## src/logic/io_cnt_pkg.sv

```systemverilog
/*
 * shared localparams for the operator performance monitor
 * port counts, widths, port numbering, report sequence, counter-type codes
 */
package io_cnt_pkg;

    // widths
    localparam int PAYLOAD_BITS    = 32;  // one counter value
    localparam int NUM_PORT_BITS   = 4;   // port number field
    localparam int CNT_TYPE_BITS   = 2;   // counter-type field
    localparam int REPORT_IDX_BITS = 6;   // index of a report within a run
    localparam int PKT_WORD_BITS   = 40;  // kind + port + type + last + payload

    // queue counts
    localparam int NUM_IN_PORTS  = 7;
    localparam int NUM_OUT_PORTS = 7;

    // port numbering on the overlay, input queues 2..8, output queues 9..15
    localparam int INPUT_PORT_MIN  = 2;
    localparam int OUTPUT_PORT_MIN = 9;

    // report sequence
    // read, empty and full per input queue
    localparam int IN_REPORTS     = 3 * NUM_IN_PORTS;
    // full and empty per output queue (write count would repeat the input read count)
    localparam int OUT_REPORTS    = 2 * NUM_OUT_PORTS;
    localparam int NUM_QUEUE_CNTS = IN_REPORTS + OUT_REPORTS;  // counters outside the serializer
    localparam int NUM_REPORTS    = NUM_QUEUE_CNTS + 1;        // plus the stall report

    // counter-type codes carried in each report
    localparam logic [CNT_TYPE_BITS-1:0] CNT_TYPE_STALL = 2'd0;
    localparam logic [CNT_TYPE_BITS-1:0] CNT_TYPE_READ  = 2'd1;
    localparam logic [CNT_TYPE_BITS-1:0] CNT_TYPE_EMPTY = 2'd2;
    localparam logic [CNT_TYPE_BITS-1:0] CNT_TYPE_FULL  = 2'd3;

    /*
     * packet word layout, msb first
     *   [39]    kind      0 data, 1 trailer
     *   [38:35] self_port
     *   [34:33] cnt_type
     *   [32]    last      final data word and trailer
     *   [31:0]  payload   counter value or xor of all values
     */

endpackage

```

## src/logic/queue_event_counters.sv

```systemverilog
/*
 * saturating cycle counters for the operator's queue status bits
 * input queues: full, empty, read; output queues: full, empty
 */
`timescale 1ns/100ps

module queue_event_counters (
    input  logic clk_user,
    input  logic reset_user,
    input  logic is_done_mode_user,

    input  logic [io_cnt_pkg::NUM_IN_PORTS-1:0]  in_queue_full,
    input  logic [io_cnt_pkg::NUM_IN_PORTS-1:0]  in_queue_empty,
    input  logic [io_cnt_pkg::NUM_IN_PORTS-1:0]  in_queue_read,
    input  logic [io_cnt_pkg::NUM_OUT_PORTS-1:0] out_queue_full,
    input  logic [io_cnt_pkg::NUM_OUT_PORTS-1:0] out_queue_empty,

    output logic [io_cnt_pkg::PAYLOAD_BITS*io_cnt_pkg::NUM_IN_PORTS-1:0]  input_port_full_cnt,
    output logic [io_cnt_pkg::PAYLOAD_BITS*io_cnt_pkg::NUM_IN_PORTS-1:0]  input_port_empty_cnt,
    output logic [io_cnt_pkg::PAYLOAD_BITS*io_cnt_pkg::NUM_IN_PORTS-1:0]  input_port_read_cnt,
    output logic [io_cnt_pkg::PAYLOAD_BITS*io_cnt_pkg::NUM_OUT_PORTS-1:0] output_port_full_cnt,
    output logic [io_cnt_pkg::PAYLOAD_BITS*io_cnt_pkg::NUM_OUT_PORTS-1:0] output_port_empty_cnt
);
    import io_cnt_pkg::*;

    logic [NUM_QUEUE_CNTS-1:0]              status_bits;
    logic [PAYLOAD_BITS*NUM_QUEUE_CNTS-1:0] cnt_flat;
    logic                                   count_en;

    // all status bits side by side, in the same order as the
    // flattened counter vector below (input read group at the bottom)
    assign status_bits = {out_queue_empty,
                          out_queue_full,
                          in_queue_full,
                          in_queue_empty,
                          in_queue_read};

    // counts freeze once the operator enters done mode, so the
    // serializer sees stable values while it walks through them
    assign count_en = !is_done_mode_user;

    genvar i;
    generate
        for (i = 0; i < NUM_QUEUE_CNTS; i = i + 1) begin : g_cnt
            logic [PAYLOAD_BITS-1:0] cnt;

            always_ff @(posedge clk_user) begin
                if (reset_user) begin
                    cnt <= '0;
                end else if (status_bits[i] && count_en && (cnt != '1)) begin
                    cnt <= cnt + 1'b1;  // stick at all ones
                end
            end

            assign cnt_flat[i*PAYLOAD_BITS +: PAYLOAD_BITS] = cnt;
        end
    endgenerate

    // split the flat vector back into per-kind groups, queue 0 in the low bits
    assign input_port_read_cnt  = cnt_flat[0 +: PAYLOAD_BITS*NUM_IN_PORTS];
    assign input_port_empty_cnt =
        cnt_flat[PAYLOAD_BITS*NUM_IN_PORTS +: PAYLOAD_BITS*NUM_IN_PORTS];
    assign input_port_full_cnt  =
        cnt_flat[2*PAYLOAD_BITS*NUM_IN_PORTS +: PAYLOAD_BITS*NUM_IN_PORTS];

    assign output_port_full_cnt =
        cnt_flat[PAYLOAD_BITS*IN_REPORTS +: PAYLOAD_BITS*NUM_OUT_PORTS];
    assign output_port_empty_cnt =
        cnt_flat[PAYLOAD_BITS*(IN_REPORTS+NUM_OUT_PORTS) +: PAYLOAD_BITS*NUM_OUT_PORTS];

endmodule

```

## src/logic/send_io_queue_cnt.sv

```systemverilog
/*
 * serializer for the queue counters and the operator stall counter
 * emits one tagged report per cycle once the operator is done
 */
`timescale 1ns/100ps

module send_io_queue_cnt (
    input  logic clk_user,
    input  logic reset_user,
    input  logic is_done_user,
    input  logic is_done_mode_user,

    input  logic [io_cnt_pkg::PAYLOAD_BITS*io_cnt_pkg::NUM_IN_PORTS-1:0]  input_port_full_cnt,
    input  logic [io_cnt_pkg::PAYLOAD_BITS*io_cnt_pkg::NUM_IN_PORTS-1:0]  input_port_empty_cnt,
    input  logic [io_cnt_pkg::PAYLOAD_BITS*io_cnt_pkg::NUM_IN_PORTS-1:0]  input_port_read_cnt,
    input  logic [io_cnt_pkg::PAYLOAD_BITS*io_cnt_pkg::NUM_OUT_PORTS-1:0] output_port_full_cnt,
    input  logic [io_cnt_pkg::PAYLOAD_BITS*io_cnt_pkg::NUM_OUT_PORTS-1:0] output_port_empty_cnt,
    input  logic input_port_cluster_stall_condition,
    input  logic output_port_cluster_stall_condition,

    output logic                                   busy,
    output logic                                   report_valid,
    output logic [io_cnt_pkg::PAYLOAD_BITS-1:0]    cnt_val,
    output logic [io_cnt_pkg::NUM_PORT_BITS-1:0]   self_port,
    output logic [io_cnt_pkg::CNT_TYPE_BITS-1:0]   cnt_type,
    output logic [io_cnt_pkg::REPORT_IDX_BITS-1:0] report_idx
);
    import io_cnt_pkg::*;

    logic [PAYLOAD_BITS*NUM_IN_PORTS-1:0]  in_tmp;   // input group shift register
    logic [PAYLOAD_BITS*NUM_OUT_PORTS-1:0] out_tmp;  // output group shift register

    logic [REPORT_IDX_BITS-1:0] in_remain;     // input reports still to send
    logic [REPORT_IDX_BITS-1:0] out_remain;    // output reports still to send
    logic                       stall_remain;  // stall report still to send
    logic                       finished;      // run done, ignore further done pulses

    logic [PAYLOAD_BITS-1:0]  stall_cnt;
    logic                     stall_condition;
    logic                     in_active;
    logic                     out_active;
    logic                     any_remain;
    logic                     start;
    logic                     step;
    logic [PAYLOAD_BITS-1:0]  sel_val;
    logic [NUM_PORT_BITS-1:0] sel_port;
    logic [CNT_TYPE_BITS-1:0] sel_type;

    // stall cycles of this operator, either cluster counts
    assign stall_condition = input_port_cluster_stall_condition ||
                             output_port_cluster_stall_condition;

    always_ff @(posedge clk_user) begin
        if (reset_user) begin
            stall_cnt <= '0;
        end else if (stall_condition && !is_done_mode_user && (stall_cnt != '1)) begin
            stall_cnt <= stall_cnt + 1'b1;
        end
    end

    assign in_active  = (in_remain != '0);
    assign out_active = (out_remain != '0);
    assign any_remain = in_active || out_active || stall_remain;

    // done may be held for several cycles, only the first idle sample counts
    assign start = !busy && !finished && is_done_user;
    assign step  = start || (busy && any_remain);

    // pick the next report, groups drain in order input, output, stall
    always_comb begin
        sel_val  = stall_cnt;
        sel_port = '0;                  // stall report has no queue
        sel_type = CNT_TYPE_STALL;
        if (in_active) begin
            sel_val = in_tmp[PAYLOAD_BITS-1:0];
            if (in_remain > 2*NUM_IN_PORTS) begin
                sel_type = CNT_TYPE_READ;
                sel_port = NUM_PORT_BITS'(INPUT_PORT_MIN + IN_REPORTS - in_remain);
            end else if (in_remain > NUM_IN_PORTS) begin
                sel_type = CNT_TYPE_EMPTY;
                sel_port = NUM_PORT_BITS'(INPUT_PORT_MIN + 2*NUM_IN_PORTS - in_remain);
            end else begin
                sel_type = CNT_TYPE_FULL;
                sel_port = NUM_PORT_BITS'(INPUT_PORT_MIN + NUM_IN_PORTS - in_remain);
            end
        end else if (out_active) begin
            sel_val = out_tmp[PAYLOAD_BITS-1:0];
            if (out_remain > NUM_OUT_PORTS) begin
                sel_type = CNT_TYPE_FULL;
                sel_port = NUM_PORT_BITS'(OUTPUT_PORT_MIN + OUT_REPORTS - out_remain);
            end else begin
                sel_type = CNT_TYPE_EMPTY;
                sel_port = NUM_PORT_BITS'(OUTPUT_PORT_MIN + NUM_OUT_PORTS - out_remain);
            end
        end
    end

    always_ff @(posedge clk_user) begin
        if (reset_user) begin
            busy         <= 1'b0;
            report_valid <= 1'b0;
            finished     <= 1'b0;
            in_remain    <= REPORT_IDX_BITS'(IN_REPORTS);
            out_remain   <= REPORT_IDX_BITS'(OUT_REPORTS);
            stall_remain <= 1'b1;
            report_idx   <= '0;
        end else begin
            if (start) begin
                busy <= 1'b1;
            end else if (busy && !any_remain) begin
                busy     <= 1'b0;
                finished <= 1'b1;  // no restart until reset
            end

            report_valid <= step;

            if (step) begin
                report_idx <= start ? '0 : report_idx + 1'b1;
                if (in_active) begin
                    in_remain <= in_remain - 1'b1;
                end else if (out_active) begin
                    out_remain <= out_remain - 1'b1;
                end else begin
                    stall_remain <= 1'b0;
                end
            end
        end
    end

    // report payload and shift registers
    always_ff @(posedge clk_user) begin
        if (step) begin
            cnt_val   <= sel_val;
            self_port <= sel_port;
            cnt_type  <= sel_type;
            if (in_active) begin
                if (in_remain == 2*NUM_IN_PORTS + 1) begin
                    in_tmp <= input_port_empty_cnt;    // read group done
                end else if (in_remain == NUM_IN_PORTS + 1) begin
                    in_tmp <= input_port_full_cnt;     // empty group done
                end else begin
                    in_tmp <= in_tmp >> PAYLOAD_BITS;
                end
            end else if (out_active) begin
                if (out_remain == NUM_OUT_PORTS + 1) begin
                    out_tmp <= output_port_empty_cnt;  // full group done
                end else begin
                    out_tmp <= out_tmp >> PAYLOAD_BITS;
                end
            end
        end else if (!busy) begin
            // idle, keep the first group of each side ready
            in_tmp  <= input_port_read_cnt;
            out_tmp <= output_port_full_cnt;
        end
    end

endmodule

```

## src/logic/cnt_report_packetizer.sv

```systemverilog
/*
 * frames counter reports into 40-bit packet words
 * marks the final data word and appends an xor trailer
 */
`timescale 1ns/100ps

module cnt_report_packetizer (
    input  logic                                   clk_user,
    input  logic                                   reset_user,
    input  logic                                   report_valid,
    input  logic [io_cnt_pkg::PAYLOAD_BITS-1:0]    cnt_val,
    input  logic [io_cnt_pkg::NUM_PORT_BITS-1:0]   self_port,
    input  logic [io_cnt_pkg::CNT_TYPE_BITS-1:0]   cnt_type,
    input  logic [io_cnt_pkg::REPORT_IDX_BITS-1:0] report_idx,

    output logic                                   pkt_valid,
    output logic [io_cnt_pkg::PKT_WORD_BITS-1:0]   pkt_word
);
    import io_cnt_pkg::*;

    logic [PAYLOAD_BITS-1:0] xor_acc;          // running xor of this run's payloads
    logic [PAYLOAD_BITS-1:0] xor_base;
    logic                    is_final;
    logic                    trailer_pending;  // trailer goes out next cycle

    assign is_final = (report_idx == REPORT_IDX_BITS'(NUM_REPORTS - 1));

    // first report of a run starts a fresh checksum
    assign xor_base = (report_idx == '0) ? '0 : xor_acc;

    always_ff @(posedge clk_user) begin
        if (reset_user) begin
            pkt_valid       <= 1'b0;
            trailer_pending <= 1'b0;
        end else begin
            pkt_valid       <= report_valid || trailer_pending;
            trailer_pending <= report_valid && is_final;
        end
    end

    always_ff @(posedge clk_user) begin
        if (report_valid) begin
            pkt_word <= {1'b0, self_port, cnt_type, is_final, cnt_val};
            xor_acc  <= xor_base ^ cnt_val;
        end else if (trailer_pending) begin
            // kind 1, port 0, stall type, last set
            pkt_word <= {1'b1, NUM_PORT_BITS'(0), CNT_TYPE_STALL, 1'b1, xor_acc};
        end
    end

endmodule

```

## src/logic/operator_monitor_top.sv

```systemverilog
/*
 * performance monitor top for one user operator
 * queue counters -> serializer -> packetizer
 */
`timescale 1ns/100ps

module operator_monitor_top (
    input  logic clk_user,
    input  logic reset_user,
    input  logic is_done_user,
    input  logic is_done_mode_user,

    input  logic [io_cnt_pkg::NUM_IN_PORTS-1:0]  in_queue_full,
    input  logic [io_cnt_pkg::NUM_IN_PORTS-1:0]  in_queue_empty,
    input  logic [io_cnt_pkg::NUM_IN_PORTS-1:0]  in_queue_read,
    input  logic [io_cnt_pkg::NUM_OUT_PORTS-1:0] out_queue_full,
    input  logic [io_cnt_pkg::NUM_OUT_PORTS-1:0] out_queue_empty,
    input  logic input_port_cluster_stall_condition,
    input  logic output_port_cluster_stall_condition,

    output logic                                 busy,
    output logic                                 pkt_valid,
    output logic [io_cnt_pkg::PKT_WORD_BITS-1:0] pkt_word
);
    import io_cnt_pkg::*;

    // counter groups, queue 0 in the low bits
    logic [PAYLOAD_BITS*NUM_IN_PORTS-1:0]  input_port_full_cnt;
    logic [PAYLOAD_BITS*NUM_IN_PORTS-1:0]  input_port_empty_cnt;
    logic [PAYLOAD_BITS*NUM_IN_PORTS-1:0]  input_port_read_cnt;
    logic [PAYLOAD_BITS*NUM_OUT_PORTS-1:0] output_port_full_cnt;
    logic [PAYLOAD_BITS*NUM_OUT_PORTS-1:0] output_port_empty_cnt;

    // report stream between serializer and packetizer
    logic                       report_valid;
    logic [PAYLOAD_BITS-1:0]    cnt_val;
    logic [NUM_PORT_BITS-1:0]   self_port;
    logic [CNT_TYPE_BITS-1:0]   cnt_type;
    logic [REPORT_IDX_BITS-1:0] report_idx;

    queue_event_counters u_queue_event_counters (
        .clk_user              (clk_user),
        .reset_user            (reset_user),
        .is_done_mode_user     (is_done_mode_user),
        .in_queue_full         (in_queue_full),
        .in_queue_empty        (in_queue_empty),
        .in_queue_read         (in_queue_read),
        .out_queue_full        (out_queue_full),
        .out_queue_empty       (out_queue_empty),
        .input_port_full_cnt   (input_port_full_cnt),
        .input_port_empty_cnt  (input_port_empty_cnt),
        .input_port_read_cnt   (input_port_read_cnt),
        .output_port_full_cnt  (output_port_full_cnt),
        .output_port_empty_cnt (output_port_empty_cnt)
    );

    send_io_queue_cnt u_send_io_queue_cnt (
        .clk_user                            (clk_user),
        .reset_user                          (reset_user),
        .is_done_user                        (is_done_user),
        .is_done_mode_user                   (is_done_mode_user),
        .input_port_full_cnt                 (input_port_full_cnt),
        .input_port_empty_cnt                (input_port_empty_cnt),
        .input_port_read_cnt                 (input_port_read_cnt),
        .output_port_full_cnt                (output_port_full_cnt),
        .output_port_empty_cnt               (output_port_empty_cnt),
        .input_port_cluster_stall_condition  (input_port_cluster_stall_condition),
        .output_port_cluster_stall_condition (output_port_cluster_stall_condition),
        .busy                                (busy),
        .report_valid                        (report_valid),
        .cnt_val                             (cnt_val),
        .self_port                           (self_port),
        .cnt_type                            (cnt_type),
        .report_idx                          (report_idx)
    );

    cnt_report_packetizer u_cnt_report_packetizer (
        .clk_user     (clk_user),
        .reset_user   (reset_user),
        .report_valid (report_valid),
        .cnt_val      (cnt_val),
        .self_port    (self_port),
        .cnt_type     (cnt_type),
        .report_idx   (report_idx),
        .pkt_valid    (pkt_valid),
        .pkt_word     (pkt_word)
    );

endmodule

```

## config.mk

```make
export PLATFORM = sky130hd
export DESIGN_NAME = operator_monitor_top
export DESIGN_NICKNAME = d
export VERILOG_FILES = /design/src/logic/io_cnt_pkg.sv /design/src/logic/queue_event_counters.sv /design/src/logic/send_io_queue_cnt.sv /design/src/logic/cnt_report_packetizer.sv /design/src/logic/operator_monitor_top.sv
export SDC_FILE = /design/constraint.sdc
export NUM_CORES = 2
export LEC_CHECK = 0
export BUFFER_PORTS_ARGS = -buffer_cell sky130_fd_sc_hd__buf_2
export CORE_MARGIN = 10
export CORE_UTILIZATION = 45
export CTS_CLUSTER_SIZE = 25
export DETAILED_ROUTE_END_ITERATION = 12
export PLACE_DENSITY = 0.67
export SLEW_MARGIN = 10
export SYNTH_ARGS = -nofsm -noshare
export SYNTH_HDL_FRONTEND = slang
export SYNTH_SLANG_ARGS = --single-unit
```

## constraint.sdc

```tcl
create_clock -name clk_user -period 28.9 [get_ports clk_user]
set_input_delay 1.445 -clock clk_user [delete_from_list [all_inputs] [get_ports clk_user]]
set_output_delay 1.445 -clock clk_user [all_outputs]
set_load 0.005 [all_outputs]
```

==> Word level (Yosys, flattened, before mapping) <==
Index checks and enable logic that the tools add are counted.
{ "totals": {"register_bits": 1734, "elab_cells": 273} }
{ "op_classes": {"n_addsub": 44, "order_cmp": 3, "eq_ne": 44, "mux": 28, "bitwise": 4, "reduce_logical": 97} }
{ "ops": {"columns": ["operator", "n"], "rows": [
  ["$mux 224", 10],
  ["$add 32x1->32 const B", 36],
  ["$ne 32x32->1 const B", 36],
  ["$mux 32", 3],
  ["$mux 39", 2],
  ["$logic_and 1x1->1", 77],
  ["$xor 32x32->32", 1],
  ["$mux 4", 5],
  ["$eq 6x4->1 const B", 3],
  ["$gt 6x3->1 const B", 2],
  ["$reduce_bool 6->1", 2],
  ["$sub 6x1->6 const B", 2],
  ["$reduce_and 3->1", 3],
  ["$sub 1x4->4 const A", 2],
  ["$sub 3x4->4 const A", 2],
  ["$add 6x1->6 const B", 1],
  ["$eq 6x6->1 const B", 1],
  ["$gt 6x4->1 const B", 1],
  ["$logic_not 6->1", 1],
  ["$mux 2", 3],
  ["$mux 6", 1],
  ["$reduce_and 2->1", 3],
  ["$logic_or 1x1->1", 5],
  ["$logic_not 1->1", 4],
  ["other kinds (6)", 14]
]} }

==> Depth between registers and ports, before layout <==
{ "depth": {"word_depth": 7, "ltp_mapped": 11, "depth_no_buf": 8} }

==> Modules after synthesis <==
From an unflattened synthesis, not the netlist that was laid out.
{ "hier_totals": {"hier_cells": 10094, "area_unflattened_um2": 88926.5} }
{ "by_module_without_submodules": {"columns": ["module", "n_inst", "cells_each", "area_per_inst_um2", "seq_area_each_um2"], "rows": [
  ["queue_event_counters", 1, 6963, 56671.9, 22421.5],
  ["send_io_queue_cnt", 1, 2934, 28951.5, 15675.0],
  ["cnt_report_packetizer", 1, 197, 3303.2, 2192.1]
]} }

==> Worst setup path before layout <==
OpenSTA, ideal clock, no wires.
{ "synth_path": {"path_type": "input-to-reg", "startpoint": "input port is_done_user", "endpoint": "register u_send_io_queue_cnt.out_remain[3]", "setup_time_ps": 128, "t_arrival_ps": 13072, "t_required_ps": 28772, "path_slack_ps": 15701, "path_stages": 5, "path_buffers": 0, "path_cell_list": "nor2b_1 o211ai_1 nor3_1 xnor2_1 nand2b_1"} }
{ "synth_via": {"elab_chain_len": 3} }
{ "synth_lines": {"columns": ["element", "line_no", "rtl"], "rows": [
  ["from (decl)", "operator_monitor_top.sv:10", "input logic is_done_user,"],
  ["$logic_and 1x1->1", "send_io_queue_cnt.sv:66", "assign start = !busy && !finished && is_done_user;"],
  ["$logic_or 1x1->1", "send_io_queue_cnt.sv:67", "assign step = start || (busy && any_remain);"],
  ["$reduce_and 3->1 (no source line)", null, null],
  ["to (signal assigned)", "send_io_queue_cnt.sv:104", "out_remain <= REPORT_IDX_BITS'(OUT_REPORTS);"],
  ["to (signal assigned)", "send_io_queue_cnt.sv:122", "out_remain <= out_remain - 1'b1;"],
  ["to (decl)", "send_io_queue_cnt.sv:34", "logic [REPORT_IDX_BITS-1:0] out_remain;"]
]} }
No other way between the ends.
A chain may end at the register's enable or synchronous reset.

==> Final worst setup path <==
{ "layout_path": {"startpoint": "register u_send_io_queue_cnt.out_remain[0]", "endpoint": "register u_send_io_queue_cnt.out_tmp[128] (data pin)"} }
{ "layout_via": {"elab_chain_len": 6, "word_cells_on_any_way": 10} }
{ "layout_lines": {"columns": ["element", "line_no", "rtl"], "rows": [
  ["parallel branches: the longest is 5 deep, another holds $mux 224", null, null],
  ["$mux 224 *", "send_io_queue_cnt.sv:132", "if (step) begin"],
  ["to (signal assigned)", "send_io_queue_cnt.sv:146", "out_tmp <= output_port_empty_cnt;"],
  ["to (signal assigned)", "send_io_queue_cnt.sv:148", "out_tmp <= out_tmp >> PAYLOAD_BITS;"],
  ["to (signal assigned)", "send_io_queue_cnt.sv:154", "out_tmp <= output_port_full_cnt;"],
  ["to (decl)", "send_io_queue_cnt.sv:31", "logic [PAYLOAD_BITS*NUM_OUT_PORTS-1:0] out_tmp;"]
]} }
Every way passes the cells marked *. The select of a mux whose other input is x is not followed.

==> reports/results.txt <==
Clock power frac -> 46.6%
Max Clk Rate -> 198.2 MHz
DR DRC count -> 0
Worst-path clk slew -> 0.06 ns
DRT iter0 DRCs -> 7675
Tightest Hold Check Type -> flip-flop to flip-flop
Crit Path Max Fanout -> 243
status -> finished clean
fin area -> 0.09691 sq mm
Worst IR Drop VDD -> 0.05228 mV
GR Layer Usage met2 -> 34.67%
clock sinks -> 1734
# hold bufs at CTS -> 0
GRT overflow -> 0
FF-to-FF Start -> u_send_io_queue_cnt.out_remain[0]
worst relative slew slack -> 18.65%
CP arrival -> 5.57 ns
first-pass GRT wire length -> 392000 um
Final Cycle Share -> 17.46%
endpoints failing setup -> 0
layout cells sized above 1 -> 9.305%
Synthesis Warnings -> 0
M1 GR Usage -> 29.90%
Flop pwr share -> 48.9%
CP Depth -> 11
Cell variety after synth -> 97
Critical Path, Cell by Cell -> inv_1 > ha_1 > nor2b_1 > nand2_2 > o41ai_4 > buf_4 > inv_8 > buf_4 > buf_12 > nor2_1 > a31oi_1
Worst Path Buf+Inv -> 5
Crit Path Class -> flip-flop to flip-flop
Synth Register Bits -> 1734
I/O Pins -> 83
GRT met3 Usage -> 2.805%
RSZ-0062 raised after global routing -> false
vias in the first global route -> 71572
Setup crit start -> u_send_io_queue_cnt.out_remain[0]
commonest non-fill, non-tap cell in the layout -> nand2_1
H-tree Lvls -> 4
Post-Synthesis Cell Area -> 0.08850 sq mm
most frequent cells in the layout -> nand2_1, dfxtp_1, nor2_1, a21oi_1, o21ai_0
fin worst setup slack -> 23.85 ns
Sw Share -> 23.17%
async set or reset register ratio after synthesis -> 0%
final hold vios -> 0
MaxCap Viol Count -> 0
largest net degree at the start of global routing -> 244
Final #Nets -> 10149
FP Rows -> 162
cells on worst reg2reg path -> 11
chip height -> 463.5 um
switching power -> 1.240 mW
DPL Wire Length -> 167000 um
Top FF cell, synth -> dfxtp_1
Detailed Routing Iterations Pass 1 -> 6
Synth Net Count -> 10421
Initial Utilization -> 45.34%
Startpoint Class -> flip-flop
Place WS -> 23.54 ns
initial antenna violation count -> 7
busiest grt layer -> met2
GP Congestion -> 0.8851
end point of the critical path -> u_send_io_queue_cnt.out_tmp[128]
clock skew -> 0.03435 ns
final design utilization -> 49.65%
Post-Route WL -> 244900 um
CP peak stage delay -> 0.70 ns
Cells after DPL -> 12496
number of I/O port buffers -> 82
Die Wd -> 463.5 um
Comb pwr share -> 4.5%
vias per cell -> 6.095
WL/cell -> 19.05 um
type of element capturing the critical path -> flip-flop
GRT Total Usage -> 21.60%
R2R setup slack -> 23.85 ns
cell mode on critical path -> buf_4
CTS Buffer Depth -> 3
die area -> 0.2148 sq mm
ANT nets after route -> 0
CP max-delay cell -> buf_4
leakage -> 31.27 nW
Placement Cell Area -> 0.09045 sq mm
Post-CTS Setup Repair Bufs -> 0
Slew Viols, Final -> 0
Area Growth Syn to Fin -> 9.497%
Seq/Total Area, Yosys -> 45.52%
Post-Syn Area per Cell -> 8.563 sq um
WP data required -> 29.42 ns
root buffer cell -> clkbuf_16
final setup TNS -> 0 ns
Cell Count, Final, Fillers Out -> 12856
min cycle time layout -> 5.047 ns
CTS tree -> yes
Post-synth EDFFs -> 557
total CTS buffers -> 190
total number of vias -> 78361
insertion delay to the later sink of the worst-skew pair -> 0.83 ns
Tightest Pin Transition -> 1.211 ns
Cell Pwr Density -> 55.23 mW/mm^2
post-CTS sizing -> 0
reg2reg end -> u_send_io_queue_cnt.out_tmp[128]
Core Region -> 0.1952 sq mm
Cells after Synth -> 10336
internal power -> 4.112 mW
Worst path top cell family by delay -> buffers and inverters
-- per-layer routing --
metal  vias to the layer above  wire length, um
met5                         -                0
met4                         0             8408
met3                       461            15270
met2                      2650           112200
met1                     37556           109100
li1                      37694                -
-- worst register-to-register path, stage by stage, from the launching register on --
cell	delay [ns]
dfxtp_1	0.30
inv_1	0.11
ha_1	0.21
nor2b_1	0.41
nand2_2	0.57
o41ai_4	0.46
buf_4	0.70
inv_8	0.54
buf_4	0.53
buf_12	0.37
nor2_1	0.47
a31oi_1	0.06
-- flip-flops by register name, summed over array words and instances, names as in the netlist --
register,cells
u_send_io_queue_cnt.in_tmp,224
u_send_io_queue_cnt.finished,1
u_send_io_queue_cnt.out_remain,6
u_send_io_queue_cnt.stall_cnt,32
u_send_io_queue_cnt.cnt_val,32
u_send_io_queue_cnt.report_valid,1
u_send_io_queue_cnt.out_tmp,224
u_cnt_report_packetizer.xor_acc,32
u_cnt_report_packetizer.trailer_pending,1
u_send_io_queue_cnt.self_port,4
u_send_io_queue_cnt.cnt_type,2
u_send_io_queue_cnt.busy,1
u_cnt_report_packetizer.pkt_word,40
u_send_io_queue_cnt.report_idx,6
u_cnt_report_packetizer.pkt_valid,1
u_queue_event_counters.g_cnt.cnt,1120
u_send_io_queue_cnt.in_remain,6
u_send_io_queue_cnt.stall_remain,1
-- through the flow --
stage | total power [mW] | hold slack (ns)
after detailed placement | 2.909 | 0.4739
after global placement | 2.903 | 0.4612
after CTS | 5.397 | 0.4872
after floorplan | 2.821 | 0.4273
after global routing | 5.521 | 0.5095
final | 5.352 | 0.4944
-- power by group through the flow --
| stage | Combinational (mW) | Sequential [mW] | Clock, mW |
|---|---|---|---|
| after floorplan | 0.163 | 2.66 | 0 |
| after global placement | 0.235 | 2.67 | 0 |
| after detailed placement | 0.240 | 2.67 | 0 |
| after CTS | 0.241 | 2.62 | 2.54 |
| after global routing | 0.265 | 2.62 | 2.63 |
| final | 0.240 | 2.62 | 2.50 |
-- cell usage after synthesis (140+ instances only) --
cell	instances	area, sq um
a21oi_1	690	3453
a31o_2	193	1690
a31oi_1	268	1677
and4_1	152	1331
clkbuf_1	484	1817
dfxtp_1	1177	23560
edfxtp_1	557	16730
inv_1	166	623.1
mux2_2	188	2117
nand2_1	1494	5608
nand3_1	416	2082
nand4_1	343	2146
nor2_1	1072	4024
nor2b_1	167	1045
nor4_1	140	875.8
o21ai_0	610	3053
o31ai_1	226	1697
or3_1	425	2659
or4_1	246	1847
xnor2_1	248	2172
-- area by class of cell --
cell class | count | area, sq um
fillers | 18147 | 98280
multi-input cells | 7823 | 45240
flip-flops and latches | 1734 | 40290
clock buffers | 261 | 5408
well taps | 2624 | 3283
repair buffers | 148 | 1031
clock inverters | 98 | 1023
inverters | 167 | 636.9
diodes | 1 | 2.502
-- worst min path at each step --
stage                                                         from                                       end  slack (ns)  cells past startpoint
after floorplan            u_cnt_report_packetizer.trailer_pending      u_cnt_report_packetizer.pkt_word[39]        0.43                      2
after global placement     u_cnt_report_packetizer.trailer_pending      u_cnt_report_packetizer.pkt_word[39]        0.46                      2
after detailed placement   u_cnt_report_packetizer.trailer_pending      u_cnt_report_packetizer.pkt_word[39]        0.47                      2
after CTS                  u_cnt_report_packetizer.trailer_pending      u_cnt_report_packetizer.pkt_word[39]        0.49                      2
after global routing       u_cnt_report_packetizer.trailer_pending      u_cnt_report_packetizer.pkt_word[39]        0.51                      2
final                     u_queue_event_counters.g_cnt[27].cnt[10]  u_queue_event_counters.g_cnt[27].cnt[10]        0.49                      2
-- logic make-up (layout without fill, tap and decap cells) --
kind of cell / after synthesis / count (layout) / synth area share [%]
other: 0 / 1 / 0
AO/OA/AOI/OAI: 2346 / 2346 / 16.53
XOR/XNOR: 304 / 304 / 3.008
multiplexers: 226 / 226 / 2.822
adder cells (fa/ha/maj): 44 / 44 / 0.6220
buffers and inverters: 779 / 674 / 3.519
flip-flops: 1734 / 1734 / 45.52
AND/OR/NAND/NOR: 4903 / 4903 / 27.98
No activity file was read; power rests on OpenSTA's default activity.
